==> config.mk <==
export PLATFORM = sky130hd
export DESIGN_NAME = timekeeper
export DESIGN_NICKNAME = d
export VERILOG_FILES = /design/src/verilog/clock_pkg.sv /design/src/verilog/time_counter.sv /design/src/verilog/timekeeper.sv
export SDC_FILE = /design/constraint.sdc
export NUM_CORES = 1
export LEC_CHECK = 0
export BUFFER_PORTS_ARGS = -buffer_cell sky130_fd_sc_hd__buf_2
export CAP_MARGIN = 25
export CORE_AREA = 2 2 69 71
export DETAILED_ROUTE_END_ITERATION = 8
export DIE_AREA = 0 0 71 73
export PLACE_DENSITY = 0.8
export SLEW_MARGIN = 25
export SYNTH_ARGS = -nofsm -noshare
export SYNTH_HDL_FRONTEND = slang
export SYNTH_HIERARCHICAL = 1
export SYNTH_SLANG_ARGS = --single-unit
==> constraint.sdc <==
create_clock -name clk -period 1.13 [get_ports clk]
set_clock_uncertainty 0.05 [all_clocks]
set_input_delay 0.113 -clock clk [delete_from_list [all_inputs] [get_ports clk]]
set_output_delay 0.113 -clock clk [all_outputs]
set_load 0.02 [all_outputs]
==> src/verilog/clock_pkg.sv <==
package clock_pkg;

	// ----------------------------------------
	// time fields
	// ----------------------------------------
	localparam int FIELD_W = 6;

	localparam int SEC_MAX = 59;
	localparam int MIN_MAX = 59;
	localparam int HR_MAX  = 23;

	// ----------------------------------------
	// modes and field select
	// ----------------------------------------
	localparam logic [1:0] MODE_CLOCK = 2'd0;
	localparam logic [1:0] MODE_SETUP = 2'd1;
	localparam logic [1:0] MODE_ALARM = 2'd2;

	localparam logic [1:0] POS_SEC = 2'd0;
	localparam logic [1:0] POS_MIN = 2'd1;
	localparam logic [1:0] POS_HR  = 2'd2;

	// display: six digits, segments a..g with a on bit 6
	localparam int N_DIGITS = 6;
	localparam int SEG_W    = 7;

	// push buttons
	localparam int N_KEYS    = 4;
	localparam int KEY_MODE  = 0;
	localparam int KEY_POS   = 1;
	localparam int KEY_STEP  = 2;
	localparam int KEY_ALARM = 3;

endpackage

==> src/verilog/time_counter.sv <==
`timescale 1ns/1ns

module time_counter import clock_pkg::*; #(
	parameter int MAX = 59
) (
	input  logic               clk,
	input  logic               rst_n,
	input  logic               i_inc,
	output logic [FIELD_W-1:0] o_count,
	output logic               o_wrap
);

	logic at_max;

	assign at_max = (o_count == FIELD_W'(MAX));

	// carry out on the increment that leaves MAX
	assign o_wrap = i_inc & at_max;

	always_ff @(posedge clk or negedge rst_n) begin
		if (!rst_n) begin
			o_count <= '0;
		end else if (i_inc) begin
			if (at_max) begin
				o_count <= '0;
			end else begin
				o_count <= o_count + 1'b1;
			end
		end
	end

endmodule

==> src/verilog/timekeeper.sv <==
`timescale 1ns/1ns

module timekeeper import clock_pkg::*; (
	input  logic               clk,
	input  logic               rst_n,
	input  logic [1:0]         i_mode,
	input  logic               i_alarm_en,
	input  logic [2:0]         i_time_inc,
	input  logic [2:0]         i_alarm_inc,
	output logic [FIELD_W-1:0] o_sec,
	output logic [FIELD_W-1:0] o_min,
	output logic [FIELD_W-1:0] o_hr,
	output logic               o_sec_wrap,
	output logic               o_min_wrap,
	output logic               o_alarm
);

	logic [FIELD_W-1:0] time_sec;
	logic [FIELD_W-1:0] time_min;
	logic [FIELD_W-1:0] time_hr;
	logic [FIELD_W-1:0] alarm_sec;
	logic [FIELD_W-1:0] alarm_min;
	logic [FIELD_W-1:0] alarm_hr;
	logic               match;

	// ----------------------------------------
	// running time
	// ----------------------------------------
	time_counter #(.MAX(SEC_MAX)) u_sec (
		.clk     ( clk           ),
		.rst_n   ( rst_n         ),
		.i_inc   ( i_time_inc[0] ),
		.o_count ( time_sec      ),
		.o_wrap  ( o_sec_wrap    )
	);

	time_counter #(.MAX(MIN_MAX)) u_min (
		.clk     ( clk           ),
		.rst_n   ( rst_n         ),
		.i_inc   ( i_time_inc[1] ),
		.o_count ( time_min      ),
		.o_wrap  ( o_min_wrap    )
	);

	time_counter #(.MAX(HR_MAX)) u_hr (
		.clk     ( clk           ),
		.rst_n   ( rst_n         ),
		.i_inc   ( i_time_inc[2] ),
		.o_count ( time_hr       ),
		.o_wrap  (               )  // day rollover not needed
	);

	// ----------------------------------------
	// alarm setting
	// ----------------------------------------
	time_counter #(.MAX(SEC_MAX)) u_alarm_sec (
		.clk     ( clk            ),
		.rst_n   ( rst_n          ),
		.i_inc   ( i_alarm_inc[0] ),
		.o_count ( alarm_sec      ),
		.o_wrap  (                )
	);

	time_counter #(.MAX(MIN_MAX)) u_alarm_min (
		.clk     ( clk            ),
		.rst_n   ( rst_n          ),
		.i_inc   ( i_alarm_inc[1] ),
		.o_count ( alarm_min      ),
		.o_wrap  (                )
	);

	time_counter #(.MAX(HR_MAX)) u_alarm_hr (
		.clk     ( clk            ),
		.rst_n   ( rst_n          ),
		.i_inc   ( i_alarm_inc[2] ),
		.o_count ( alarm_hr       ),
		.o_wrap  (                )
	);

	// alarm values only while setting them
	assign o_sec = (i_mode == MODE_ALARM) ? alarm_sec : time_sec;
	assign o_min = (i_mode == MODE_ALARM) ? alarm_min : time_min;
	assign o_hr  = (i_mode == MODE_ALARM) ? alarm_hr  : time_hr;

	assign match = (time_sec == alarm_sec) && (time_min == alarm_min) && (time_hr == alarm_hr);

	always_ff @(posedge clk or negedge rst_n) begin
		if (!rst_n) begin
			o_alarm <= 1'b0;
		end else begin
			o_alarm <= i_alarm_en & (match | o_alarm); // sticky until disabled
		end
	end

endmodule

==> impl_metrics.tcl <==
set metrics [dict create \
    drt_pass1_iterations 4 \
    multi_input_area_um2 1700 \
    core-area_um2 4540 \
    fin_nets 364 \
    ys_types 22 \
    cts_root_buf "clkbuf_8" \
    vias 2475 \
    tritoncts "built" \
    cts.sinks 37 \
    die_x_um 71 \
    drv_slew 0 \
    endpoint_kind "flop" \
    p_comb_share_pct 69.9 \
    grt_pass1_wl_mm 12.4 \
    cap_violations 0 \
    hold_path_class "input port to flop" \
    synth_area_leaders "dfrtp_1, xnor2_1, mux2_2" \
    start_util_pct 48.7 \
    area_growth_pct 86.4 \
    netSwitchingPower_uw 5370 \
    syn_inst 203 \
    dieArea_um2 5180 \
    synth-edff-count 0 \
    syn_nets 220 \
    cp_cell_sequence "buf_6 > xnor2_2 > nand4_1 > nor4_2 > a22o_1" \
    htreeDepth 2 \
    drt_iter0_markers 290 \
    gr-total-overflow 0 \
    numCtsBuffers 5 \
    holdPathStages 2 \
    clock_latency_ps 310 \
    p_int_uw 7910 \
    critPathArrivalTime_ps 1820 \
    drcViolationCount 0 \
    worstSetupPathType "flop to flop" \
    required_ps 1320 \
    hold_start "i_alarm_en" \
    routabilityCongestion 0.840 \
    peakVddDrop_uv 2200 \
    ys_async_sr_fraction_pct 100 \
    netlist_area_um2 2210 \
    cpMaxStageDelayCell "dfrtp_2" \
    wl_per_cell_um 23.6 \
    worst_slack_ps -502 \
    clockBufferDepth 2 \
    track_usage_pct 31.8 \
    p_seq_share_pct 20.8 \
    max_slew_margin_pct 73.1 \
    violations "setup timing" \
    syn_avg_cell_area_um2 10.9 \
    grt_pass1_vias 2439 \
    post-route-period-util_pct 144 \
    r2r_cells 5 \
    ios 32 \
    power_uw 13300 \
    status "finished, violations left" \
    tightest_slew_ps 403 \
    grt_max_degree 38 \
    yosysTopAreaCell "dfrtp_1" \
    routed_wirelength_mm 9.48 \
    clkPwrFrac_pct 9.3 \
    drtAntennaViolNets 0 \
    p_sw_share_pct 40.5 \
    cpPeakStageDelay_ps 420 \
    yosys_warnings 6 \
    r2r_end "o_alarm" \
    vias_per_cell 6.16 \
    sequential_cell_area_um2 940 \
    antenna_found_initial 0 \
    diodes 0 \
    critPathMaxFanout 2 \
    clkSlewWorstSetupHoldPaths_ps 90 \
    final_core_util_pct 90.9 \
    min_to "o_alarm" \
    hold_violations 0 \
    ys_top_cells_by_count "dfrtp_1, xnor2_1, nand2_1" \
    rows 25 \
    nFillCells 175 \
    ff2ff_setup_slack_ps -500 \
    synth.most_common_cell "dfrtp_1" \
    fmax_mhz 613 \
    port_buffers 31 \
    hpwlAfterDp_mm 3.71 \
    fin_crit_ps 1630 \
    p_leak_uw 0.00188 \
    rsz0062_at_grt "true" \
    p_per_area_nw_per_um2 3220 \
    synth-seq-cells 37 \
    final-setup-viol-count 56 \
    start_kind "flop" \
    drive_above_1_share_pct 67.0 \
    ys.flop_type "dfrtp_1" \
    synth_top_cell_area_share_pct 41.9 \
    die_h_um 73 \
    yosysSeqAreaShare_pct 41.9 \
    r2r_start "u_alarm_hr/o_count[3]" \
]
state kept, by name (all words and copies together) (netlist names):
signal	count
o_alarm	1
u_alarm_hr/o_count	6
u_alarm_min/o_count	6
u_alarm_sec/o_count	6
u_hr/o_count	6
u_min/o_count	6
u_sec/o_count	6
metrics by stage:
step                hold slack [ps]  area (um2)  cells  worst slack (ps)  setup TNS, ps
finish                         86.0        4120    402              -502         -10510
global route                   71.3        4120    402              -578         -12440
CTS                            28.2        3780    390              -308          -6850
detailed placement             43.8        2850    332              -158          -2280
global placement               44.9        2850    332              -125          -1670
floorplan                      -233        2290    203             -56.9           -443
final cells by class:
type	count	share of cell area, %
Clock buffer	7	2.09
Clock inverter	1	0.729
Multi-Input combinational cell	164	41.3
Sequential cell	37	22.8
Tap cell	54	1.64
Timing Repair Buffer	139	31.5
power by group through the flow:
stage | clock network, uW | logic, uW | registers, uW
final | 1230 | 9280 | 2770
after global routing | 1290 | 9600 | 2830
after CTS | 1220 | 7430 | 2570
after detailed placement | 0 | 4810 | 2630
after global placement | 0 | 4670 | 2600
after floorplan | 0 | 2620 | 2860
timing repair:
action / in CTS / in global routing
hold buffers: 1 / 0
gates cloned: 0 / 0
pin swaps: 38 / 28
resized for setup: 119 / 57
hold endpoints to repair: 37 / 0
buffers inserted: 49 / 19
setup endpoints to repair: 53 / 57
cell usage in the layout, fill, tap and decap left out, types with 9 or more instances in the layout:
| cell | Yosys | final |
|---|---|---|
| buf_6 | 2 | 71 |
| buf_4 | 0 | 55 |
| dfrtp_1 | 37 | 26 |
| mux2_4 | 10 | 23 |
| nand4_1 | 16 | 16 |
| nor2_1 | 18 | 16 |
| xor2_1 | 15 | 12 |
| xnor2_1 | 23 | 12 |
| buf_2 | 0 | 11 |
| nand2_1 | 20 | 11 |
| dfrtp_2 | 0 | 11 |
| xnor2_2 | 0 | 9 |
kinds of logic after synthesis:
kind of cell,after synthesis,synth area share (%)
AND/OR/NAND/NOR,79,19.6
multiplexers,24,13.9
XOR/XNOR,38,15.1
AO/OA/AOI/OAI,17,5.15
buffers and inverters,2,1.02
adder cells (fa/ha/maj),6,3.40
flip-flops,37,41.9
per-layer routing:
metal,up-vias,share of wire (%),track usage [%]
met5,-,0,0
met3,44,6.5,7.46
met2,150,53,57.2
li1,1021,-,-
met4,0,4.7,14.5
met1,1260,36,35.8
worst max-delay path, delay by kind of cell (launching register included):
| family | cells | cell delay [ps] |
|---|---|---|
| AOI/OAI and AO/OA | 1 | 230 |
| xor gates and xnor gates | 1 | 200 |
| DFF | 1 | 420 |
| buffers and inverters | 1 | 130 |
| and+or+nand+nor | 2 | 550 |
worst max path at each step:
| stage | to | cells past startpoint | startpoint |
|---|---|---|---|
| 2_1_floorplan | o_alarm | 4 | u_min/o_count[3] |
| 3_3_place_gp | o_alarm | 4 | u_sec/o_count[4] |
| 3_5_place_dp | o_alarm | 4 | u_sec/o_count[4] |
| 4_1_cts | o_min[1] | 3 | u_min/o_count[1] |
| 5_1_grt | o_alarm | 5 | u_alarm_hr/o_count[3] |
| 6_report | o_alarm | 5 | u_alarm_hr/o_count[3] |
No activity file was read; power rests on OpenSTA's default activity.
