## src/verilog/tick_gen.sv

```systemverilog
`timescale 1ns/1ns

module tick_gen #(
	parameter int DIV = 50_000_000
) (
	input  logic clk,
	input  logic rst_n,
	output logic o_tick
);

	localparam int CNT_W = (DIV > 1) ? $clog2(DIV) : 1;

	logic [CNT_W-1:0] cnt; // counts down to zero

	always_ff @(posedge clk or negedge rst_n) begin
		if (!rst_n) begin
			cnt <= CNT_W'(DIV - 1);
		end else if (cnt == '0) begin
			cnt <= CNT_W'(DIV - 1);
		end else begin
			cnt <= cnt - 1'b1;
		end
	end

	assign o_tick = (cnt == '0); // one clock per period

endmodule

```

## config.mk

```make
export PLATFORM = sky130hd
export DESIGN_NAME = tick_gen
export DESIGN_NICKNAME = d
export VERILOG_FILES = /design/src/verilog/tick_gen.sv
export SDC_FILE = /design/constraint.sdc
export NUM_CORES = 1
export LEC_CHECK = 0
export BUFFER_PORTS_ARGS = -buffer_cell sky130_fd_sc_hd__buf_2
export CORE_ASPECT_RATIO = 1.2
export CORE_MARGIN = 1.5
export CORE_UTILIZATION = 45
export DETAILED_ROUTE_END_ITERATION = 12
export GPL_TIMING_DRIVEN = 0
export PLACE_DENSITY = 0.72
export SLEW_MARGIN = 40
export SYNTH_ARGS = -nofsm -noshare
export SYNTH_HDL_FRONTEND = slang
export SYNTH_SLANG_ARGS = --single-unit
export TNS_END_PERCENT = 30
```

## constraint.sdc

```tcl
create_clock -name clk -period 3.5 [get_ports clk]
set_clock_uncertainty 0.2 [all_clocks]
set_input_delay 0.7 -clock clk [delete_from_list [all_inputs] [get_ports clk]]
set_output_delay 0.7 -clock clk [all_outputs]
set_load 0.01 [all_outputs]
```

==> summary.txt, run 1 <==
STA
  • Final setup fails: 0
  • Final Slew Violations: 0
  • Fin crit period: 3.31 ns
  • Rel. slew slack: 0.545
  • Unrepaired setup endpoints after global routing: no
  • Worst-Margin Slew: 0.677 ns
  • TNS Setup: 0 ns
  • Max Freq: 0.302 GHz
  • Period utilisation layout: 0.945
  • Fin. Hold Viols: 0

Clocking
  • Clock-pin slew on the worst setup and hold paths: 0.14 ns
  • CTS Hold Bufs: 0
  • Htree depth: 1
  • CTS tree: built
  • Worst-Skew Late Latency: 0.32 ns
  • CTS Buf Count: 3
  • Longest Clk Path Bufs: 2
  • Root buf cell: clkbuf_4
  • Total clock sinks: 26

Worst setup path
  • Critical Path Most Common Cell: buf_6
  • CP required: 2.60 ns
  • CP Launch Type: register
  • Worst setup EP type: output pin
  • Critical path class: reg2out
  • Max incr delay on CP: 0.52 ns
  • WP data arrival: 2.41 ns
  • CP max FO: 10
  • Critical-path cell list: or4_4 -> buf_6 -> nor3_2 -> nand3b_1 -> buf_6 -> inv_1 -> buf_2
  • Max stage delay cell, worst path: or4_4

Run
  • Max cap viols: 0

Synthesis
  • Distinct cells, synth: 36
  • Yosys warns: 0
  • Syn_area_per_cell: 10.8 sq um
  • Primary FF master, synth: dfstp_2
  • Mux contribution to synthesized area: 0
  • Post-synthesis compound-gate area fraction: 0.122
  • Synth Cell Area: 1300 sq um
  • Post-synthesis sequential area ratio: 0.517
  • Xor/xnor share of the synthesized area: 0.0807
  • Yosys reg bits: 26
  • Post-synth EDFFs: 0
  • Simple-Gate Fraction of Synth Area: 0.231
  • Adder-Cell Fraction of Synth Area: 0.00961
  • Mapped Nets: 124
  • Async set or reset register ratio after synthesis: 1.00
  • Largest family of logic cells by synthesized area: simple AND/OR/NAND/NOR gates
  • Post-synthesis cell count: 121

GRT
  • First-pass GRT wire length: 4.16 mm
  • Total gr overflow: 0
  • Tot GR Track Use: 0.176
  • Largest net degree at the start of global routing: 27
  • Vias in the first global route: 977
  • Initial antenna violation count: 0

Routing
  • Post-DR vias/cell: 5.82
  • Via count: 937
  • DR iter-0 viols: 18
  • WL final: 2.46 mm
  • Drt first pass iters: 4
  • Final ANT Viol Nets: 0
  • Post-DR wirelength/cell: 15.3 microns
  • DRC violations left: 0

Placement
  • Final GP Congestion: 0.788
  • IO buf count: 2
  • Dpl hpwl: 1.74 mm

Power and ir drop
  • Pleak: 0.000560 uW
  • PD cells: 359 nW/um^2
  • VDD IR max: 0.242 mV

Layout
  • Nets: 131
  • Layout area overhead: 9.51%
  • Largest regs: cnt (26)
  • Commonest non-fill, non-tap cells in the layout: dfstp_2, nand2_1, xor2_1, dfrtp_1
  • Largest reg by FF count: cnt
  • ANT cells: 0
  • Most common cell after layout, fill and taps aside: dfstp_2
  • Share of cells above drive strength 1: 0.268
  • Max FFs per register: 26
  • Core Util, Final: 0.512

Floorplan
  • Starting Density: 0.468
  • I/O pin total: 3
  • Die ar.: 3230 sq um
  • # rows: 21
  • Die height: 61.9 microns
  • Total core area: 2790 sq um
  • Die Wd: 52.1 microns

Hold path
  • Hold WC Path Type: in2async

Outcome
  • Outcome: finished clean
metrics by stage:
| step | area [sq um] | worst slack [ns] | hold WS [ns] | total power (uW) | std cells |
|---|---|---|---|---|---|
| after floorplan | 1300 | 0.694 | 0.204 | 306 | 121 |
| after global placement | 1360 | 0.347 | 0.250 | 312 | 157 |
| after detailed placement | 1360 | 0.260 | 0.269 | 313 | 157 |
| after CTS | 1410 | 0.0177 | 0.145 | 519 | 161 |
| after global routing | 1430 | 0.0212 | 0.166 | 529 | 161 |
| final | 1430 | 0.193 | 0.149 | 511 | 161 |
repair_timing:
action / 4_1_cts / 5_1_grt
buffers inserted: 0 / 0
setup endpoints to repair: 1 / 1
cloned: 0 / 0
gates resized for setup: 1 / 2
path summary, 6_finish.rpt:
check | startpoint | endpoint | slack [ns] | cells after the start
max | cnt[10] | o_tick | 0.19 | 7
min | rst_n | cnt[11] | 0.15 | 1
max reg2reg | cnt[8] | cnt[23] | 1.07 | 4
min reg2reg | cnt[0] | cnt[0] | 0.30 | 1
max in group asynchronous | rst_n | cnt[19] | 2.57 | 1
min in group clk | cnt[0] | cnt[0] | 0.30 | 1
final cells by class:
type,count,area [sq um]
tap,34,42.5
multi-input combinational,87,596
sequential,26,673
inverter,3,11.3
clock inverter,1,30.0
clock buffer,3,22.5
timing repair buffer,2,10.0
buffer,5,41.3
fill,275,1360
per-layer routing:
metal  vias to the layer above  track usage  share of wire
met1                       469        0.220           0.46
met5                         -            0              0
met3                         2       0.0215          0.013
met4                         0       0.0940         0.0061
li1                        462            -              -
met2                         4        0.300           0.52
report_power, final:
group	switching, uW	internal [uW]	leakage, uW
Combinational	5.44	0.399	0.000232
Clock	88.2	116	0.0000279
Sequential	0	302	0.000300
synth_stat cells (all sizes together) (4+ instances only):
master	n	area, sq um
o21ai	7	35.0
nand3	4	20.0
nor2	4	15.0
dfstp	18	473
nor4	5	31.3
xnor2	4	35.0
nor3	8	40.0
xor2	8	70.1
or4	7	56.3
dfrtp	8	200
nand2	9	33.8
o31ai	6	45.0
critical path, delay by kind of cell (launching register included):
| kind | cells | cell delay (ns) |
|---|---|---|
| AND/OR/NAND/NOR | 3 | 1.14 |
| buffers and inverters | 4 | 0.53 |
| flip-flops | 1 | 0.43 |
cells by family after synthesis:
family	count (synthesis)
buf+inv	8
flops	26
simple gates	51
compound gates	23
xor+xnor	12
fa+ha+maj	1
Note: power is estimated with default switching activity, not from simulation.
==> run 2, diff against run 1 <==
--- a/config.mk
+++ b/config.mk
@@ -8,2 +8,3 @@
 export BUFFER_PORTS_ARGS = -buffer_cell sky130_fd_sc_hd__buf_2
+export CAP_MARGIN = 20
 export CORE_ASPECT_RATIO = 1.2
==> constraint.sdc (replaced) <==
create_clock -name clk -period 3.5 [get_ports clk]
set_clock_uncertainty 0.2 [all_clocks]
set_input_delay 0.175 -clock clk [delete_from_list [all_inputs] [get_ports clk]]
set_output_delay 0.175 -clock clk [all_outputs]
set_load 0.01 [all_outputs]
==> summary.txt, run 2 (synthesized netlist as in run 1, its figures left out) <==
Outcome
  • Outcome: finished clean

Clocking
  • CTS Buf Count: 3
  • Total clock sinks: 26
  • Post-CTS setup repair buffer count: 0
  • Root buf cell: clkbuf_4
  • Longest Clk Path Bufs: 2
  • CTS tree: built
  • Worst-Skew Late Latency: 0.32 ns
  • Clock-pin slew on the worst setup and hold paths: 0.15 ns
  • Htree depth: 1

Layout
  • Final cell count without fillers: 162
  • Design Area, Final: 1420 sq um
  • ANT cells: 0
  • Layout area overhead: 8.84%
  • Share of cells above drive strength 1: 0.250
  • Most common cell after layout, fill and taps aside: dfstp_2
  • Max FFs per register: 26
  • Largest reg by FF count: cnt
  • Nets: 132
  • Largest regs: cnt (26)
  • Commonest non-fill, non-tap cells in the layout: dfstp_2, nand2_1, nor3_1, xor2_1, dfrtp_1

GRT
  • Largest net degree at the start of global routing: 27
  • First-pass GRT wire length: 4.16 mm
  • Initial antenna violation count: 0
  • Tot GR Track Use: 0.176
  • Vias in the first global route: 977
  • Total gr overflow: 0

Power and ir drop
  • Sequential share of power: 0.587
  • VDD IR max: 0.242 mV
  • Sw Ratio: 0.186
  • Clock network power share: 0.400
  • Logic gate share of total power: 0.013
  • Internal: 419 uW
  • Sw power: 95.3 uW
  • Pleak: 0.000564 uW
  • PD cells: 363 nW/um^2

Worst setup path
  • Max stage delay cell, worst path: nor3_1
  • Critical Path Most Common Cell: buf_6
  • Gate family responsible for the most delay along the worst path: simple AND/OR/NAND/NOR gates
  • CP Launch Type: register
  • Max incr delay on CP: 0.56 ns
  • Critical path class: reg2out
  • WP data arrival: 2.67 ns
  • Critical-path cell list: or4_4 -> buf_6 -> nor3_1 -> nand3b_1 -> buf_6 -> inv_1 -> buf_2
  • CP bufs+invs: 4
  • CP max FO: 10
  • CP required: 3.12 ns
  • Worst setup EP type: output pin

Run
  • Max cap viols: 0

STA
  • Max Freq: 0.328 GHz
  • TNS Setup: 0 ns
  • Unrepaired setup endpoints after global routing: no
  • Fin. Hold Viols: 0
  • Fin crit period: 3.05 ns
  • Rel. slew slack: 0.552
  • Final setup fails: 0
  • Period utilisation layout: 0.871
  • Final Slew Violations: 0
  • Worst-Margin Slew: 0.668 ns

Placement
  • Final GP Congestion: 0.788
  • Placed cell areas: 1360 sq um
  • Placed insts: 157
  • IO buf count: 2
  • Dpl hpwl: 1.74 mm

Routing
  • DR iter-0 viols: 19
  • WL final: 2.42 mm
  • Final ANT Viol Nets: 0
  • Post-DR wirelength/cell: 15.0 microns
  • Via count: 929
  • DRC violations left: 0
  • Drt first pass iters: 4
  • Post-DR vias/cell: 5.73

Floorplan
  • Die ar.: 3230 sq um
  • I/O pin total: 3
  • Total core area: 2790 sq um
  • Starting Density: 0.468
  • # rows: 21
  • Die Wd: 52.1 microns
  • Die height: 61.9 microns

Hold path
  • Hold WC Path Type: in2async
run 2: worst register-to-register path, stage by stage, from the launching register on:
cell and delay (ns):
dfrtp_1 0.43, or4_4 0.52, buf_6 0.15, nor3_1 0.56
nand3b_1 0.31, buf_6 0.23, o211ai_1 0.10
run 2: area by class of cell:
type,count,area (sq um)
sequential,26,673
timing repair buffer,3,20.0
buffer,5,41.3
fill,279,1370
multi-input combinational,87,577
clock buffer,3,22.5
clock inverter,1,30.0
tap,34,42.5
inverter,3,11.3
run 2: final timing paths:
kind	cells after the start	slack [ns]	to	startpoint
worst max-delay path	7	0.45	o_tick	cnt[10]
worst min-delay path	2	0.16	cnt[11]	rst_n
worst max register to register	6	0.93	cnt[19]	cnt[10]
worst min register to register	1	0.30	cnt[0]	cnt[0]
max in group asynchronous	2	2.56	cnt[19]	rst_n
min in group clk	1	0.30	cnt[0]	cnt[0]
run 2: power groups by stage:
| stage | Clock [uW] | Sequential (uW) | Combinational, uW |
|---|---|---|---|
| floorplan | 0 | 306 | 0.000222 |
| global placement | 0 | 306 | 6.08 |
| detailed placement | 0 | 306 | 6.38 |
| CTS | 211 | 302 | 7.10 |
| global route | 220 | 302 | 8.01 |
| finish | 206 | 302 | 6.72 |
run 2: per-stage QoR:
step                setup WS (ns)  hold slack, ns  power (uW)  utilization
floorplan                    1.22          -0.321         306            -
global placement            0.872         -0.0108         312        0.487
detailed placement          0.785         0.00187         313        0.487
CTS                         0.410           0.162         520        0.509
global route                0.315           0.190         530        0.509
finish                      0.451           0.158         514        0.509
run 2: what timing repair did:
item | in CTS | in global routing
setup endpoints to repair | 0 | 0
hold buffers | 1 | 0
resized for setup | 0 | 0
hold endpoints to repair | 26 | 0
run 2: metal layers:
metal,routed length [microns],vias to the layer above,share of wire,global-route usage
li1,-,464,-,-
met1,1130,459,0.46,0.220
met2,1250,4,0.52,0.300
met3,33,2,0.014,0.0215
met4,15,0,0.0062,0.0940
met5,0,-,0,0
