[src/verilog/clock_pkg.sv]
package clock_pkg;

	// ----------------------------------------
	// time fields
	// ----------------------------------------
	localparam int FIELD_W = 6;

	localparam int SEC_MAX = 59;
	localparam int MIN_MAX = 59;
	localparam int HR_MAX  = 23;

	// ----------------------------------------
	// modes and field select
	// ----------------------------------------
	localparam logic [1:0] MODE_CLOCK = 2'd0;
	localparam logic [1:0] MODE_SETUP = 2'd1;
	localparam logic [1:0] MODE_ALARM = 2'd2;

	localparam logic [1:0] POS_SEC = 2'd0;
	localparam logic [1:0] POS_MIN = 2'd1;
	localparam logic [1:0] POS_HR  = 2'd2;

	// display: six digits, segments a..g with a on bit 6
	localparam int N_DIGITS = 6;
	localparam int SEG_W    = 7;

	// push buttons
	localparam int N_KEYS    = 4;
	localparam int KEY_MODE  = 0;
	localparam int KEY_POS   = 1;
	localparam int KEY_STEP  = 2;
	localparam int KEY_ALARM = 3;

endpackage

[src/verilog/key_sampler.sv]
`timescale 1ns/1ns

module key_sampler import clock_pkg::*; (
	input  logic              clk,
	input  logic              rst_n,
	input  logic [N_KEYS-1:0] i_key,
	input  logic              i_sample,
	output logic [N_KEYS-1:0] o_press
);

	logic [N_KEYS-1:0] smp_new;  // newest sample
	logic [N_KEYS-1:0] smp_old;  // previous sample
	logic              sample_q;

	// ----------------------------------------
	// slow sampling of the button levels
	// ----------------------------------------
	always_ff @(posedge clk or negedge rst_n) begin
		if (!rst_n) begin
			smp_new <= '1; // released
			smp_old <= '1;
		end else if (i_sample) begin
			smp_old <= smp_new;
			smp_new <= i_key;
		end
	end

	always_ff @(posedge clk or negedge rst_n) begin
		if (!rst_n) begin
			sample_q <= 1'b0;
		end else begin
			sample_q <= i_sample;
		end
	end

	// high to low between samples, once per sample period
	always_ff @(posedge clk or negedge rst_n) begin
		if (!rst_n) begin
			o_press <= '0;
		end else begin
			o_press <= {N_KEYS{sample_q}} & smp_old & ~smp_new;
		end
	end

endmodule

[config.mk]
export PLATFORM = sky130hd
export DESIGN_NAME = key_sampler
export DESIGN_NICKNAME = d
export VERILOG_FILES = /design/src/verilog/clock_pkg.sv /design/src/verilog/key_sampler.sv
export SDC_FILE = /design/constraint.sdc
export NUM_CORES = 1
export LEC_CHECK = 0
export ABC_AREA = 1
export BUFFER_PORTS_ARGS = -buffer_cell sky130_fd_sc_hd__clkbuf_2
export CORE_AREA = 2 2 39 41
export CTS_CLUSTER_SIZE = 10
export DETAILED_ROUTE_END_ITERATION = 6
export DIE_AREA = 0 0 41 43
export SYNTH_ARGS = -nofsm -noshare
export SYNTH_HDL_FRONTEND = slang
export SYNTH_SLANG_ARGS = --single-unit
[constraint.sdc]
create_clock -name clk -period 1 [get_ports clk]
set_input_delay 0.15 -clock clk [delete_from_list [all_inputs] [get_ports clk]]
set_output_delay 0.15 -clock clk [all_outputs]
set_load 0.01 [all_outputs]
==> results of run 1 <==
## per-stage QoR
stage / total power (uW) / instances / worst slack (ps) / hold slack (ps) / util
after floorplan: 675 / 47 / 315 / -146 / -
after global placement: 711 / 72 / 294 / 55.8 / 0.382
after detailed placement: 715 / 72 / 285 / 53.5 / 0.382
after CTS: 1040 / 77 / 82.1 / 36.7 / 0.409
after global routing: 1090 / 77 / 38.5 / 39.0 / 0.409
final: 1020 / 77 / 91.8 / 37.9 / 0.409
## Yosys cell counts
master	number	area, um2
inv_2	1	3.75
buf_6	1	11.3
dfstp_2	8	210
nor2_1	4	15.0
nand2_1	28	105
dfrtp_1	5	125
## cell families (layout without fill, tap and decap cells)
kind of cell	Yosys count	count (layout)	synth area share
buf+inv	2	16	0.0319
flops	13	13	0.713
simple gates	32	32	0.255
## final timing paths
check                           slack (ps)  depth (start not counted)    endpoint        from
worst max register to register         260                          2  o_press[1]  smp_old[1]
max in group asynchronous              420                          2  smp_old[1]       rst_n
worst max-delay path                    90                          1  o_press[0]  o_press[0]
min in group asynchronous              290                          2  o_press[2]       rst_n
worst min-delay path                    40                          3  smp_new[2]    i_key[2]
worst min register to register         470                          2  smp_old[2]  smp_old[2]
## flip-flops by register name (all words and copies together) (netlist names)
signal    cells
o_press       4
smp_old       4
smp_new       4
sample_q      1
## where the power goes
part | leakage, uW | switching (uW) | internal [uW] | total (uW)
registers | 0.000150 | 24.3 | 594 | 618
clock network | 0.0000150 | 163 | 155 | 317
logic | 0.000136 | 52.4 | 36.0 | 88.4
total | 0.000301 | 239 | 784 | 1020
## cell type report
cell class                 count  area share
sequential                    13       0.593
multi-input combinational     32       0.212
timing repair buffer          11       0.106
clock buffer                   4      0.0465
tap                           16      0.0354
inverter                       1     0.00664
## routing by layer
layer / wire [um] / track usage
met1: 346 / 0.137
met2: 325 / 0.147
met3: 38 / 0.0314
met4: 23 / 0.100
met5: 0 / 0
## repair_timing
item,CTS,global route
endpoints found under the hold margin,5,0
gates resized for setup,0,0
hold buffers,1,0
==> impl_metrics.toml, run 1 <==
[status]
status = "finished, final reports clean"

[timing]
fin_skew_ps = 6.18
finalSetupViolations = 0
drv_slew = 0
relSlewSlack = 0.792
rsz0062_at_grt = "false"
period_needed_ps = 908
hold_violations = 0
tightest_slew_ps = 311
fin_setup_tns_ps = 0
max_freq_ghz = 1.10
final.period_utilization = 0.908

[layout]
drive_above_1_share = 0.361
syn_to_final_growth_pct = 20.2
multi_input_area_um2 = 120
seq_area_um2 = 335
final_cell_area_um2 = 566
final_cell_mix = "nand2_1 (28), clkbuf_2 (10), dfstp_2 (8)"
finalNetCount = 69
final_common_cell = "nand2_1"
n_antenna_cell = 0
fillers = 147

[clock_tree]
numCtsBuffers = 3
cts_root_buffer = "clkbuf_4"
cts_tree = "yes"
clkLatencyLatePin_ps = 270
clock_sinks = 13
postCtsSetupBuffers = 0
clk_pin_slew_worst_paths_ps = 80
clk_path_buf_depth = 2
htree_levels = 1

[worst_hold_path]
hold_class = "input pin to flip-flop"

[placed_design]
dp_hpwl_um = 504
gp_congestion = 0.704
portBuffers = 10
placed_area_um2 = 529

[critical_path]
cp_slowest_cell = "dfrtp_1"
cp_cell_sequence = "clkbuf_2"
worst-path-buf-inv = 1
cp_max_fo = 1
max_stage_delay_ps = 360
cp_top_family = "flip-flops"
required_ps = 850
startpoint_type = "flip-flop"
worstPathArrival_ps = 760
endpoint_kind = "primary output"
critPathKind = "flip-flop to primary output"

[drt]
antenna_left = 0
viasPerCell = 4.25
drc_errors = 0
drtPass1Iterations = 3
drtIter0Drc = 5
wire_per_inst_um = 9.52
routed_wirelength_um = 733
dr_total_vias = 327

[global_routing]
grt_max_degree = 14
first_global_vias = 317
grt_pass1_wl_um = 1240
track_usage = 0.110
antenna_found_initial = 0
grt.overflow.total = 0

[floorplanning]
die_h_um = 43
row_count = 14
die_x_um = 41
io_pins = 11
initial_core_util = 0.340
fp.coreArea_um2 = 1380
dieArea_um2 = 1760

[logic_synthesis]
syn_avg_cell_area_um2 = 10.0
syn_nets = 54
synth_cell_types = 6
synth-seq-cells = 13
synthesis.area_um2 = 470
synthCells = 47
ys.warnings.count = 0
synth_seq_area_share = 0.713

[power_and_ir_drop]
p_leak_uw = 0.000301
power_density_nw_per_um2 = 1810
irDropWorstVdd_v = 0.000698

[flow_run]
drv_cap = 0
(Power assumes the default switching activity.)
==> run 2, diff against run 1 <==
--- a/config.mk
+++ b/config.mk
@@ -5,9 +5,9 @@
 export SDC_FILE = /design/constraint.sdc
 export NUM_CORES = 1
 export LEC_CHECK = 0
-export ABC_AREA = 1
 export BUFFER_PORTS_ARGS = -buffer_cell sky130_fd_sc_hd__clkbuf_2
 export CORE_AREA = 2 2 39 41
+export CTS_BUF_LIST = sky130_fd_sc_hd__clkbuf_2 sky130_fd_sc_hd__clkbuf_4 sky130_fd_sc_hd__clkbuf_8
 export CTS_CLUSTER_SIZE = 10
 export DETAILED_ROUTE_END_ITERATION = 6
 export DIE_AREA = 0 0 41 43
==> run 2 against run 1 <==
Net effect: highest routed layer is now met3; largest power group unchanged; critical endpoint unchanged; first-iteration DRC count decreased by 20%; die area is the same; sequential power increased by 3.9%; final area is 6.2% higher; clock power rose by 6%.
==> impl_metrics.toml, run 2 <==
[floorplanning]
io_pins = 11
initial_core_util = 0.363
fp.coreArea_um2 = 1380
row_count = 14
die_h_um = 43
die_x_um = 41
dieArea_um2 = 1760

[clock_tree]
htree_levels = 1
cts_tree = "yes"
cts_root_buffer = "clkbuf_4"
clkLatencyLatePin_ps = 270
postCtsSetupBuffers = 0
numCtsBuffers = 3
clk_pin_slew_worst_paths_ps = 70
clk_path_buf_depth = 2
cts_resized = 0
clock_sinks = 13

[global_routing]
first_global_vias = 263
grt_pass1_wl_um = 1170
grt.overflow.total = 0
antenna_found_initial = 0
track_usage = 0.106
grt_max_degree = 14

[layout]
n_antenna_cell = 0
drive_above_1_share = 0.750
finalNetCount = 48
syn_to_final_growth_pct = 19.7
top_regs = "o_press x4, smp_new x4, smp_old x4"
final_common_cell = "clkbuf_2"
final_cell_mix = "clkbuf_2 (10), mux2_4 (8), dfstp_2 (8)"

[logic_synthesis]
synth_async_sr_flop_share = 1.00
syn_nets = 33
synth-edff-count = 0
synthesis.area_um2 = 502
synth_top_area_cell = "dfstp_2"
synth_seq_area_share = 0.668
ys_top_cells_by_count = "dfstp_2 (8), mux2_4 (8), dfrtp_1 (5), and3b_1 (4), buf_6 (1)"
synthTopCellsByArea = "dfstp_2 (42%), dfrtp_1 (25%), mux2_4 (24%), and3b_1 (7.0%), buf_6 (2.2%)"
synth_cell_types = 5
ys.warnings.count = 0
synth_ff_type = "dfstp_2"
synthCells = 26
synth_top_cell_area_share = 0.419
synth-seq-cells = 13
syn_avg_cell_area_um2 = 19.3

[critical_path]
r2r-start = "smp_new[3]"
cp_cell_sequence = "clkbuf_2"
reg2reg_slack_ps = 170
required_ps = 850
endpoint_kind = "primary output"
worst-r2r-cell-count = 1
cp_slowest_cell = "dfrtp_1"
cp_max_fo = 1
cp_top_family = "flip-flops"
critPathKind = "flip-flop to primary output"
startpoint_type = "flip-flop"
reg2reg_to = "o_press[3]"
worstPathArrival_ps = 750
max_stage_delay_ps = 360
worst-path-buf-inv = 1

[timing]
fin_setup_tns_ps = 0
setup_ws_ps = 99.6
holdWs_ps = 109
period_needed_ps = 900
drv_slew = 0
finalSetupViolations = 0
rsz0062_at_grt = "false"
tightest_slew_ps = 303
hold_violations = 0
max_freq_ghz = 1.11
relSlewSlack = 0.798
fin_skew_ps = 2.12
final.period_utilization = 0.900

[drt]
drtPass1Iterations = 2
drtIter0Drc = 4
antenna_left = 0
dr_total_vias = 252
wire_per_inst_um = 12.3
viasPerCell = 4.50
routed_wirelength_um = 691
drc_errors = 0

[flow_run]
drv_cap = 0

[power_and_ir_drop]
p_int_uw = 878
power_frac_comb = 0.119
p_leak_uw = 0.000309
design_power_total_uw = 1110
seqPwrFrac = 0.578
switching_power_uw = 231
power_density_nw_per_um2 = 1850
pwr-share-clk = 0.303
switching_share = 0.208
irDropWorstVdd_v = 0.000909

[placed_design]
gp_congestion = 0.694
dpl_worst_slack_ps = 163
portBuffers = 10

[worst_hold_path]
hp-start = "i_key[1]"
hold_class = "input pin to flip-flop"
min_path_cells = 2
hold-path-endpoint = "smp_new[1]"

[status]
status = "finished, final reports clean"
-- run 2: changes by cell type in the layout (fill, tap and decap cells not counted), sizes merged --
| cell | previous run | this run |
|---|---|---|
| nor2 | 4 | 0 |
| and3b | 0 | 4 |
| mux2 | 0 | 8 |
| inv | 1 | 0 |
| nand2 | 28 | 0 |
-- run 2: cell families (layout without fill, tap and decap cells) --
| group | count (synthesis) | after routing | share of synthesized area |
|---|---|---|---|
| buf+inv | 1 | 15 | 0.0224 |
| flops | 13 | 13 | 0.668 |
| simple gates | 4 | 4 | 0.0698 |
| mux | 8 | 8 | 0.239 |
-- run 2: through the flow --
stage,cell area (um2),std cells,util
finish,601,56,0.434
global route,601,56,0.434
CTS,601,56,0.434
detailed placement,561,51,0.405
global placement,561,51,0.405
floorplan,502,26,-
-- run 2: how the worst max path moves through the flow --
stage	from	endpoint	slack, ps	depth (start not counted)
floorplan	smp_new[0]	o_press[0]	210	1
global placement	i_sample	smp_old[1]	190	2
detailed placement	i_sample	smp_old[0]	160	2
CTS	o_press[0]	o_press[0]	80	1
global route	o_press[3]	o_press[3]	40	1
finish	o_press[0]	o_press[0]	100	1
-- run 2: per-layer routing --
metal | track usage | vias to the layer above | share of wire
li1 | - | 118 | -
met5 | 0 | - | 0
met4 | 0.0800 | 0 | 0
met1 | 0.131 | 126 | 0.43
met2 | 0.147 | 8 | 0.49
met3 | 0.0314 | 0 | 0.078
-- run 2: timing repair --
item | in CTS | in global routing
endpoints found under the hold margin | 5 | 0
endpoints found under the setup margin | 0 | 0
hold buffers | 1 | 0
-- run 2: power by group through the flow --
stage                     Combinational (uW)  Clock, uW  Sequential (uW)
after detailed placement                 130          0              651
after global placement                   126          0              645
final                                    131        336              642
after CTS                                135        346              641
after global routing                     142        395              647
after floorplan                         88.0          0              645
-- run 2: cell type report --
cell class / instances / area, um2
multi-input combinational: 12 / 155
sequential: 13 / 335
timing repair buffer: 11 / 60.1
clock buffer: 4 / 30.0
fill: 123 / 783
tap: 16 / 20.0
