==> src/verilog/clock_pkg.sv <==
package clock_pkg;

	// ----------------------------------------
	// time fields
	// ----------------------------------------
	localparam int FIELD_W = 6;

	localparam int SEC_MAX = 59;
	localparam int MIN_MAX = 59;
	localparam int HR_MAX  = 23;

	// ----------------------------------------
	// modes and field select
	// ----------------------------------------
	localparam logic [1:0] MODE_CLOCK = 2'd0;
	localparam logic [1:0] MODE_SETUP = 2'd1;
	localparam logic [1:0] MODE_ALARM = 2'd2;

	localparam logic [1:0] POS_SEC = 2'd0;
	localparam logic [1:0] POS_MIN = 2'd1;
	localparam logic [1:0] POS_HR  = 2'd2;

	// display: six digits, segments a..g with a on bit 6
	localparam int N_DIGITS = 6;
	localparam int SEG_W    = 7;

	// push buttons
	localparam int N_KEYS    = 4;
	localparam int KEY_MODE  = 0;
	localparam int KEY_POS   = 1;
	localparam int KEY_STEP  = 2;
	localparam int KEY_ALARM = 3;

endpackage

==> src/verilog/mode_ctrl.sv <==
`timescale 1ns/1ns

module mode_ctrl import clock_pkg::*; (
	input  logic              clk,
	input  logic              rst_n,
	input  logic [N_KEYS-1:0] i_press,
	input  logic              i_sec_tick,
	input  logic              i_sec_wrap,
	input  logic              i_min_wrap,
	output logic [1:0]        o_mode,
	output logic              o_alarm_en,
	output logic [2:0]        o_time_inc,
	output logic [2:0]        o_alarm_inc
);

	logic [1:0] pos;      // selected field
	logic [2:0] step_sel; // step press on the selected field
	logic [2:0] run_inc;  // free running carry chain

	// ----------------------------------------
	// mode, position and alarm enable
	// ----------------------------------------
	always_ff @(posedge clk or negedge rst_n) begin
		if (!rst_n) begin
			o_mode <= MODE_CLOCK;
		end else if (i_press[KEY_MODE]) begin
			if (o_mode >= MODE_ALARM) begin
				o_mode <= MODE_CLOCK;
			end else begin
				o_mode <= o_mode + 2'd1;
			end
		end
	end

	always_ff @(posedge clk or negedge rst_n) begin
		if (!rst_n) begin
			pos <= POS_SEC;
		end else if (i_press[KEY_POS]) begin
			if (pos >= POS_HR) begin
				pos <= POS_SEC;
			end else begin
				pos <= pos + 2'd1;
			end
		end
	end

	always_ff @(posedge clk or negedge rst_n) begin
		if (!rst_n) begin
			o_alarm_en <= 1'b0;
		end else if (i_press[KEY_ALARM]) begin
			o_alarm_en <= ~o_alarm_en;
		end
	end

	// ----------------------------------------
	// increment routing
	// ----------------------------------------
	assign step_sel = {3{i_press[KEY_STEP]}} & (3'b001 << pos);
	assign run_inc  = {i_min_wrap, i_sec_wrap, i_sec_tick}; // hr, min, sec

	always_comb begin
		case (o_mode)
			MODE_SETUP: begin
				o_time_inc  = step_sel; // time stopped, no carry
				o_alarm_inc = 3'b000;
			end
			MODE_ALARM: begin
				o_time_inc  = run_inc;
				o_alarm_inc = step_sel;
			end
			default: begin
				o_time_inc  = run_inc;
				o_alarm_inc = 3'b000;
			end
		endcase
	end

endmodule

==> config.mk <==
export PLATFORM = sky130hd
export DESIGN_NAME = mode_ctrl
export DESIGN_NICKNAME = d
export VERILOG_FILES = /design/src/verilog/clock_pkg.sv /design/src/verilog/mode_ctrl.sv
export SDC_FILE = /design/constraint.sdc
export NUM_CORES = 1
export LEC_CHECK = 0
export BUFFER_PORTS_ARGS = -buffer_cell sky130_fd_sc_hd__buf_2
export CORE_AREA = 2 2 39 41
export DETAILED_ROUTE_END_ITERATION = 12
export DIE_AREA = 0 0 41 43
export GPL_TIMING_DRIVEN = 0
export HOLD_SLACK_MARGIN = 0.15
export PLACE_DENSITY = 0.5
export SKIP_LAST_GASP = 1
export SLEW_MARGIN = 20
export SYNTH_ARGS = -nofsm -noshare
export SYNTH_HDL_FRONTEND = slang
export SYNTH_SLANG_ARGS = --single-unit
==> constraint.sdc <==
create_clock -name clk -period 0.93 [get_ports clk]
set_input_delay 0.093 -clock clk [delete_from_list [all_inputs] [get_ports clk]]
set_output_delay 0.093 -clock clk [all_outputs]
set_load 0.1 [all_outputs]
==> flow_summary_export.csv, run 1 <==
group,metric,value,unit
status,status,"finished with violations",
status,violations,"setup timing",
floorplan,die-area,1760,um2
routing,first_pass_iters,2,
worst_setup_path,cp_slowest_cell,"dfrtp_4",
synthesis,synthSimpleGateAreaFrac,29.7,%
sta,finalSetupViolations,12,
floorplan,initial_utilization,23.1,%
layout,nets,68,
synthesis,syn-cell-area,320,um2
sta,slew_headroom,84.7,%
placement,dp.cells,60,
synthesis,yosys_warnings,0,
clock_tree,clk_latency,0.24,ns
floorplan,fp-row-count,14,
worst_setup_path,critPathLaunchType,"flop",
sta,hold_violations,0,
synthesis,synth_nets,36,
floorplan,dieHeight,43,um
floorplan,dieWidth,41,um
routing,drtIter0Drc,1,
layout,n_antenna_cell,0,
worst_setup_path,crit_chain,"buf_4 -> and4bb_1 -> a22o_4 -> buf_12",
worst_setup_path,r2r_cells,5,
sta,finalCriticalPeriod,1.54,ns
sta,report.final.slew_viol_count,0,
layout,area_delta_synth_final,135,%
routing,wl,805,um
routing,vias_per_cell,4.36,
synthesis,synth_top_family_by_area,"simple AND/OR/NAND/NOR gates",
routing,ant_nets,0,
run,drv_cap,0,
layout,fillers,120,
clock_tree,htreeDepth,1,
clock_tree,cts_tree,"yes",
synthesis,muxShareOfSynthArea,13.3,%
layout,final_core_util,54.3,%
sta,tightest_slew,0.230,ns
synthesis,synth_compound_area_share,8.20,%
routing,dr_total_vias,323,
floorplan,core_area,1380,um2
floorplan,ioPinCount,18,
grt,grt_max_degree,10,
grt,grt_use_total,11.8,%
layout,final_cells,74,
worst_setup_path,max_stage_delay,0.48,ns
sta,skew,0.0000510,ns
grt,grt_pass1_vias,316,
worst_setup_path,endpoint_kind,"output port",
sta,setup_slack,-0.608,ns
clock_tree,cts_made_buffers,3,
worst_setup_path,cp.arrival,1.44,ns
clock_tree,cts_buffer_depth,2,
sta,fin_crit_sh,165,%
sta,clock.fmax,650,MHz
worst_setup_path,critPathRequiredTime,0.84,ns
worst_setup_path,reg2reg_to,"o_mode[1]",
synthesis,ys_seq_area_share,39.1,%
layout,drive_above_1_share,70.7,%
synthesis,synth_xor_area_share,2.73,%
grt,antenna_found_initial,0,
clock_tree,cts.reportedPaths.clkPinSlew,0.04,ns
worst_setup_path,worstPathMaxFanout,5,
worst_setup_path,rrSetupSlack,-0.18,ns
grt,grt_pass1_wl,1.33,mm
placement,port_buffers,17,
sta,rsz0062_at_grt,"true",
routing,wl_per_cell,10.9,um
synthesis,syn_inst,27,
routing,drc_errors,0,
worst_setup_path,worstSetupPathType,"reg2out",
clock_tree,cts.sinks,5,
min_path,hold_class,"in2async",
clock_tree,cts-root-buf,"clkbuf_4",
synthesis,avgSynthCellArea,11.9,um2
placement,routabilityCongestion,0.620,
synthesis,synthAdderAreaFrac,0,%
grt,globalRouteOverflowTotal,0,
synthesis,synth_seq_cells,5,
synthesis,yosysUniqueCellTypes,16,
worst_setup_path,reg2reg_from,"o_mode[0]",
[critical path, delay by kind of cell, from the launching register on]
kind,cells,cell delay [ns]
AOI/OAI and AO/OA,1,0.23
buffers and inverters,2,0.30
DFF,1,0.48
and+or+nand+nor,1,0.19
[layer usage]
layer	vias to the layer above	global-route usage (%)	wire (um)
met4	0	8.00	0
met1	145	10.8	299
met3	0	3.14	59
li1	164	-	-
met5	-	0	0
met2	14	20.6	446
[synthesized netlist by cell type]
cell type  count  share of area, %
mux2i_1        2               6.3
buf_4          1               2.3
mux2_2         2               7.0
inv_1          1               1.2
nand3b_1       1               2.3
a22o_1         3               8.2
nand2_1        1               1.2
xor2_1         1               2.7
and4bb_1       2               7.8
nand2b_1       1               2.0
nor2_1         2               2.3
buf_6          1               3.5
nor4b_2        1               4.7
dfrtp_1        5                39
nor3b_2        2               7.8
nor3_1         1               1.6
[kinds of logic after synthesis]
family / count (synthesis)
mux: 4
buf+inv: 3
xor+xnor: 1
simple gates: 11
flops: 5
compound gates: 3
[cells in the final DEF, fill, tap and decap left out]
cell	count
and4bb_1	2
mux2i_1	2
clkbuf_4	3
inv_1	1
buf_4	4
nor3b_4	2
xor2_1	1
dfrtp_1	2
mux2_2	2
buf_12	9
clkbuf_1	1
nor4b_2	1
nand2_1	1
dlygate4sd3_1	4
nand2b_4	1
nand3b_1	1
dfrtp_4	3
nor3_4	1
buf_2	8
buf_6	4
nor2_1	2
a22o_4	3
[what timing repair did]
item                                    CTS  global route
pin swaps                                 1             2
endpoints found under the setup margin   10            12
hold buffers                              4             1
resized for setup                        41             0
hold endpoints to repair                 10             2
setup buffers                             6             0
[final cells by class]
| class | count | area (um2) | area share, % |
|---|---|---|---|
| Clock buffer | 4 | 26.3 | 3.49 |
| Multi-Input combinational cell | 19 | 230 | 30.6 |
| Tap cell | 16 | 20.0 | 2.66 |
| Inverter | 1 | 3.75 | 0.499 |
| Timing Repair Buffer | 27 | 313 | 41.6 |
| Buffer | 2 | 22.5 | 3.00 |
| Sequential cell | 5 | 136 | 18.1 |
[per-stage QoR]
| step | hold WS [ns] | setup slack [ns] | area, um2 | TNS, ns |
|---|---|---|---|---|
| final | 0.202 | -0.608 | 752 | -4.16 |
| after global routing | 0.192 | -0.674 | 752 | -4.75 |
| after CTS | 0.196 | -0.630 | 752 | -4.22 |
| after detailed placement | -0.0817 | -0.645 | 487 | -3.46 |
| after global placement | -0.0902 | -0.630 | 487 | -3.34 |
| after floorplan | -0.203 | -1.04 | 382 | -4.67 |
[worst max path at each step]
stage	startpoint	end	slack, ns	depth (start not counted)
floorplan	o_mode[0]	o_alarm_inc[1]	-1.04	2
global placement	o_mode[0]	o_alarm_inc[1]	-0.63	3
detailed placement	o_mode[0]	o_alarm_inc[1]	-0.65	3
CTS	o_mode[0]	o_alarm_inc[1]	-0.63	4
global route	o_mode[0]	o_alarm_inc[2]	-0.67	4
finish	o_mode[0]	o_time_inc[1]	-0.61	4
[registers in the layout, summed over array words and instances, names as in the netlist]
signal	flops
o_alarm_en	1
o_mode	2
pos	2
Power of run 1 is not shown: default switching activity piles up to over one toggle a cycle in this logic, so the estimate is an artifact.
==> run 2: changes to the inputs <==
Settings changed: BUFFER_PORTS_ARGS -buffer_cell sky130_fd_sc_hd__buf_2 to -buffer_cell sky130_fd_sc_hd__clkbuf_2, CAP_MARGIN set to 20, MAX_ROUTING_LAYER set to met4.
==> run 2 against run 1 <==
Effect of this change:
- the run still ends with setup timing left
- design area grew 8.8%
- via count grew 4.0%
- non-clock buffer count grew 1
- critical path depth is the same
- highest routed layer unchanged
==> flow_summary_export.csv, run 2 (same netlist as run 1, synthesis figures left out) <==
group,metric,value,unit
grt,grt_pass1_vias,348,
floorplan,fp-row-count,14,
run,drv_cap,0,
worst_setup_path,critPathLaunchType,"flop",
worst_setup_path,critPathRequiredTime,0.84,ns
sta,report.final.slew_viol_count,0,
routing,first_pass_iters,2,
clock_tree,clk_latency,0.23,ns
worst_setup_path,r2r_cells,2,
worst_setup_path,reg2reg_to,"o_mode[0]",
worst_setup_path,worstPathMaxFanout,5,
sta,setup_slack,-0.659,ns
layout,n_antenna_cell,0,
grt,grt_max_degree,9,
clock_tree,cts_buffer_depth,2,
sta,fin_crit_sh,171,%
layout,drive_above_1_share,72.9,%
floorplan,dieWidth,41,um
clock_tree,cts_tree,"yes",
routing,drc_errors,0,
sta,fin_hold_ws,0.203,ns
sta,hold_violations,0,
worst_setup_path,cp_slowest_cell,"dfrtp_4",
layout,nets,69,
worst_setup_path,reg2reg_from,"o_mode[0]",
worst_setup_path,max_stage_delay,0.48,ns
placement,port_buffers,17,
routing,vias_per_cell,4.48,
layout,area_delta_synth_final,155,%
floorplan,initial_utilization,23.1,%
sta,finalSetupViolations,12,
layout,largestRegisters,"o_mode x2, pos x2, o_alarm_en x1",
grt,antenna_found_initial,0,
sta,tightest_slew,0.246,ns
placement,routabilityCongestion,0.625,
routing,drtIter0Drc,3,
worst_setup_path,endpoint_kind,"output port",
sta,slew_headroom,83.5,%
sta,rsz0062_at_grt,"true",
clock_tree,cts.reportedPaths.clkPinSlew,0.04,ns
worst_setup_path,cp.arrival,1.50,ns
routing,wl_per_cell,11.8,um
worst_setup_path,worstSetupPathType,"reg2out",
clock_tree,cts-root-buf,"clkbuf_4",
layout,fillers,121,
layout,layout_common_cells,"9 x clkbuf_16, 8 x clkbuf_2, 5 x buf_6",
grt,grt_use_total,13.2,%
routing,dr_total_vias,336,
grt,globalRouteOverflowTotal,0,
sta,finalCriticalPeriod,1.59,ns
placement,dp_hpwl,591,um
sta,skew,0.0000317,ns
status,status,"finished with violations",
grt,grt_pass1_wl,1.48,mm
sta,clock.fmax,629,MHz
floorplan,dieHeight,43,um
worst_setup_path,crit_chain,"nand3b_1 -> buf_6 -> nor3b_4 -> clkbuf_16",
clock_tree,htreeDepth,1,
clock_tree,cts_made_buffers,3,
floorplan,ioPinCount,18,
floorplan,die-area,1760,um2
routing,ant_nets,0,
clock_tree,cts.sinks,5,
routing,wl,882,um
min_path,hold_class,"in2async",
worst_setup_path,rrSetupSlack,-0.09,ns
layout,final_common_cell,"clkbuf_16",
floorplan,core_area,1380,um2
status,violations,"setup timing",
==> run 2: cell type report <==
| cell class | count | area, um2 | area share, % |
|---|---|---|---|
| plain buffers | 1 | 11.3 | 1.38 |
| clock buffers | 4 | 26.3 | 3.21 |
| inverters | 1 | 3.75 | 0.459 |
| multi-input cells | 19 | 239 | 29.2 |
| flip-flops and latches | 5 | 138 | 16.8 |
| well taps | 16 | 20.0 | 2.45 |
| repair buffers | 29 | 380 | 46.5 |
==> run 2: what timing repair did <==
| action | 4_1_cts | 5_1_grt |
|---|---|---|
| resized for setup | 32 | 4 |
| setup buffers | 8 | 0 |
| hold endpoints to repair | 10 | 2 |
| endpoints found under the setup margin | 10 | 12 |
| pin swaps | 3 | 1 |
| hold buffers | 4 | 1 |
==> run 2: per-stage QoR <==
step / setup TNS (ns) / utilization, % / setup WS, ns / cell area [um2] / std cells
2_1_floorplan: -4.67 / - / -1.04 / 382 / 27
3_3_place_gp: -3.68 / 35.2 / -0.667 / 487 / 60
3_5_place_dp: -3.90 / 35.2 / -0.684 / 487 / 60
4_1_cts: -4.28 / 59.0 / -0.652 / 817 / 76
5_1_grt: -4.76 / 59.1 / -0.723 / 818 / 75
6_report: -4.20 / 59.1 / -0.659 / 818 / 75
==> run 2: layer usage <==
metal  global-route usage (%)  share of wire (%)  vias up
met1                     12.4                 41      158
li1                         -                  -      164
met4                     8.00                  0        0
met3                     3.14                4.1        0
met2                     22.5                 55       14
met5                        -                  0        -
==> run 2: worst max-delay path by stage <==
stage,endpoint,startpoint,cells after the start
after floorplan,o_alarm_inc[1],o_mode[0],2
after global placement,o_alarm_inc[1],o_mode[0],3
after detailed placement,o_alarm_inc[1],o_mode[0],3
after CTS,o_alarm_inc[1],o_mode[0],4
after global routing,o_alarm_inc[1],o_mode[0],4
final,o_alarm_inc[1],o_mode[0],4
==> run 2: worst max-delay path, delay by kind of cell, from the launching register on <==
| family | cells | cell delay, ns |
|---|---|---|
| buffers and inverters | 2 | 0.38 |
| DFF | 1 | 0.48 |
| and+or+nand+nor | 2 | 0.39 |
Power of run 2 is left out for the same reason.
==> run 3: changes to the inputs <==
Settings changed: PLACE_DENSITY 0.5 to 0.48.
Clock period 0.93 ns to 1.84 ns, I/O delays scaled along.
==> run 3 against run 2 <==
Effect of this change:
- the flow now finishes without violations
- setup slack improved by 0.73 ns
- via count decreased by 13%
- cell count decreased by 12%
- clock-buffer cell count unchanged
- hold slack got worse by 0.034 ns
- global-route usage decreased by 2.2 points
- critical path depth decreased by 1
- clock skew about the same
==> flow_summary_export.csv, run 3 (same netlist as run 1, synthesis figures left out) <==
group,metric,value,unit
status,status,"completed",
grt,grt_use_total,11.1,%
layout,final_common_cell,"clkbuf_2",
sta,clock.fmax,566,MHz
clock_tree,cts_made_buffers,3,
layout,final_core_util,37.8,%
routing,drtIter0Drc,2,
layout,fillers,150,
sta,hold_violations,0,
placement,routabilityCongestion,0.535,
routing,drc_errors,0,
routing,vias_per_cell,4.45,
placement,port_buffers,17,
routing,dr_total_vias,294,
clock_tree,cts_tree,"yes",
clock_tree,cts_buffer_depth,2,
layout,layout_common_cells,"11 x clkbuf_2, 5 x clkbuf_4, 3 x buf_6, 3 x dfrtp_1",
clock_tree,htreeDepth,1,
routing,ant_nets,0,
sta,finalCriticalPeriod,1.77,ns
grt,grt_pass1_vias,339,
floorplan,initial_utilization,23.1,%
layout,fin_area,523,um2
sta,fin_hold_ws,0.169,ns
sta,rsz0062_at_grt,"false",
grt,antenna_found_initial,0,
worst_setup_path,critPathLaunchType,"flop",
clock_tree,cts.sinks,5,
floorplan,dieWidth,41,um
clock_tree,clk_latency,0.24,ns
floorplan,die-area,1760,um2
grt,grt_max_degree,10,
run,drv_cap,0,
floorplan,fp-row-count,14,
placement,dp_hpwl,579,um
worst_setup_path,endpoint_kind,"output port",
layout,nets,60,
layout,largestRegisters,"o_mode x2, pos x2, o_alarm_en x1",
clock_tree,post_cts_buffers,0,
sta,tightest_slew,0.541,ns
layout,regArea,133,um2
floorplan,core_area,1380,um2
layout,multi_input_area,199,um2
sta,finalSetupViolations,0,
sta,slew_headroom,64.1,%
layout,drive_above_1_share,64.0,%
layout,area_delta_synth_final,63.3,%
placement,dpl_cell_area,459,um2
grt,grt_pass1_wl,1.26,mm
sta,report.final.slew_viol_count,0,
sta,fin_crit_sh,96.1,%
floorplan,ioPinCount,18,
floorplan,dieHeight,43,um
worst_setup_path,cp.arrival,1.58,ns
worst_setup_path,worstPathMaxFanout,8,
clock_tree,cts.reportedPaths.clkPinSlew,0.04,ns
routing,first_pass_iters,2,
grt,globalRouteOverflowTotal,0,
routing,wl_per_cell,10.4,um
clock_tree,cts-root-buf,"clkbuf_4",
worst_setup_path,critPathRequiredTime,1.66,ns
sta,skew,0.0000338,ns
worst_setup_path,worstSetupPathType,"reg2out",
min_path,hold_class,"in2reg",
routing,wl,689,um
layout,n_antenna_cell,0,
## run 3: cell types whose count changed in the layout (fill, tap and decap cells not counted), sizes merged
| cell | before | now |
|---|---|---|
| clkbuf | 21 | 17 |
| buf | 9 | 6 |
| dlygate4sd3 | 4 | 2 |
## run 3: layout make-up
cell class	instances	share of cell area, %
multi-input combinational	19	38.0
timing repair buffer	19	23.4
clock buffer	4	5.02
inverter	1	0.718
tap	16	3.83
buffer	2	3.59
sequential	5	25.4
## run 3: path summary, 6_finish.rpt
path,depth (start not counted),slack [ns],startpoint,endpoint
setup / recovery,3,0.07,o_mode[0],o_alarm_inc[0]
hold / removal,2,0.17,i_press[1],pos[1]
setup reg to reg,2,0.86,o_mode[1],o_mode[1]
hold reg to reg,1,0.48,o_alarm_en,o_alarm_en
max in group asynchronous,2,1.39,rst_n,o_mode[1]
min in group asynchronous,2,0.29,rst_n,o_mode[0]
## run 3: repair_timing
action                                  CTS  global route
endpoints found under the setup margin    3             5
cloned                                    0             0
hold buffers                              2             0
gates resized for setup                   3             8
endpoints found under the hold margin     6             0
## run 3: critical path, stage by stage (launching register included)
cell and delay [ns]:
dfrtp_4 0.50, nand3b_1 0.32, nor3_4 0.17, clkbuf_4 0.35
## run 3: stage by stage
stage,setup TNS (ns),cells,setup slack [ns]
after floorplan,-0.569,27,-0.218
after global routing,0,66,0.00670
after global placement,0,60,0.155
after CTS,0,66,0.00151
after detailed placement,0,60,0.140
final,0,66,0.0724
## run 3: metal layers
metal  vias up  global-route usage, %  routed length [um]
met1       137                   8.85                 272
met2        13                   18.4                 361
met3         0                   4.71                  55
li1        144                      -                   -
met4         0                   8.00                   0
met5         -                      -                   0
Power of run 3 is left out for the same reason.
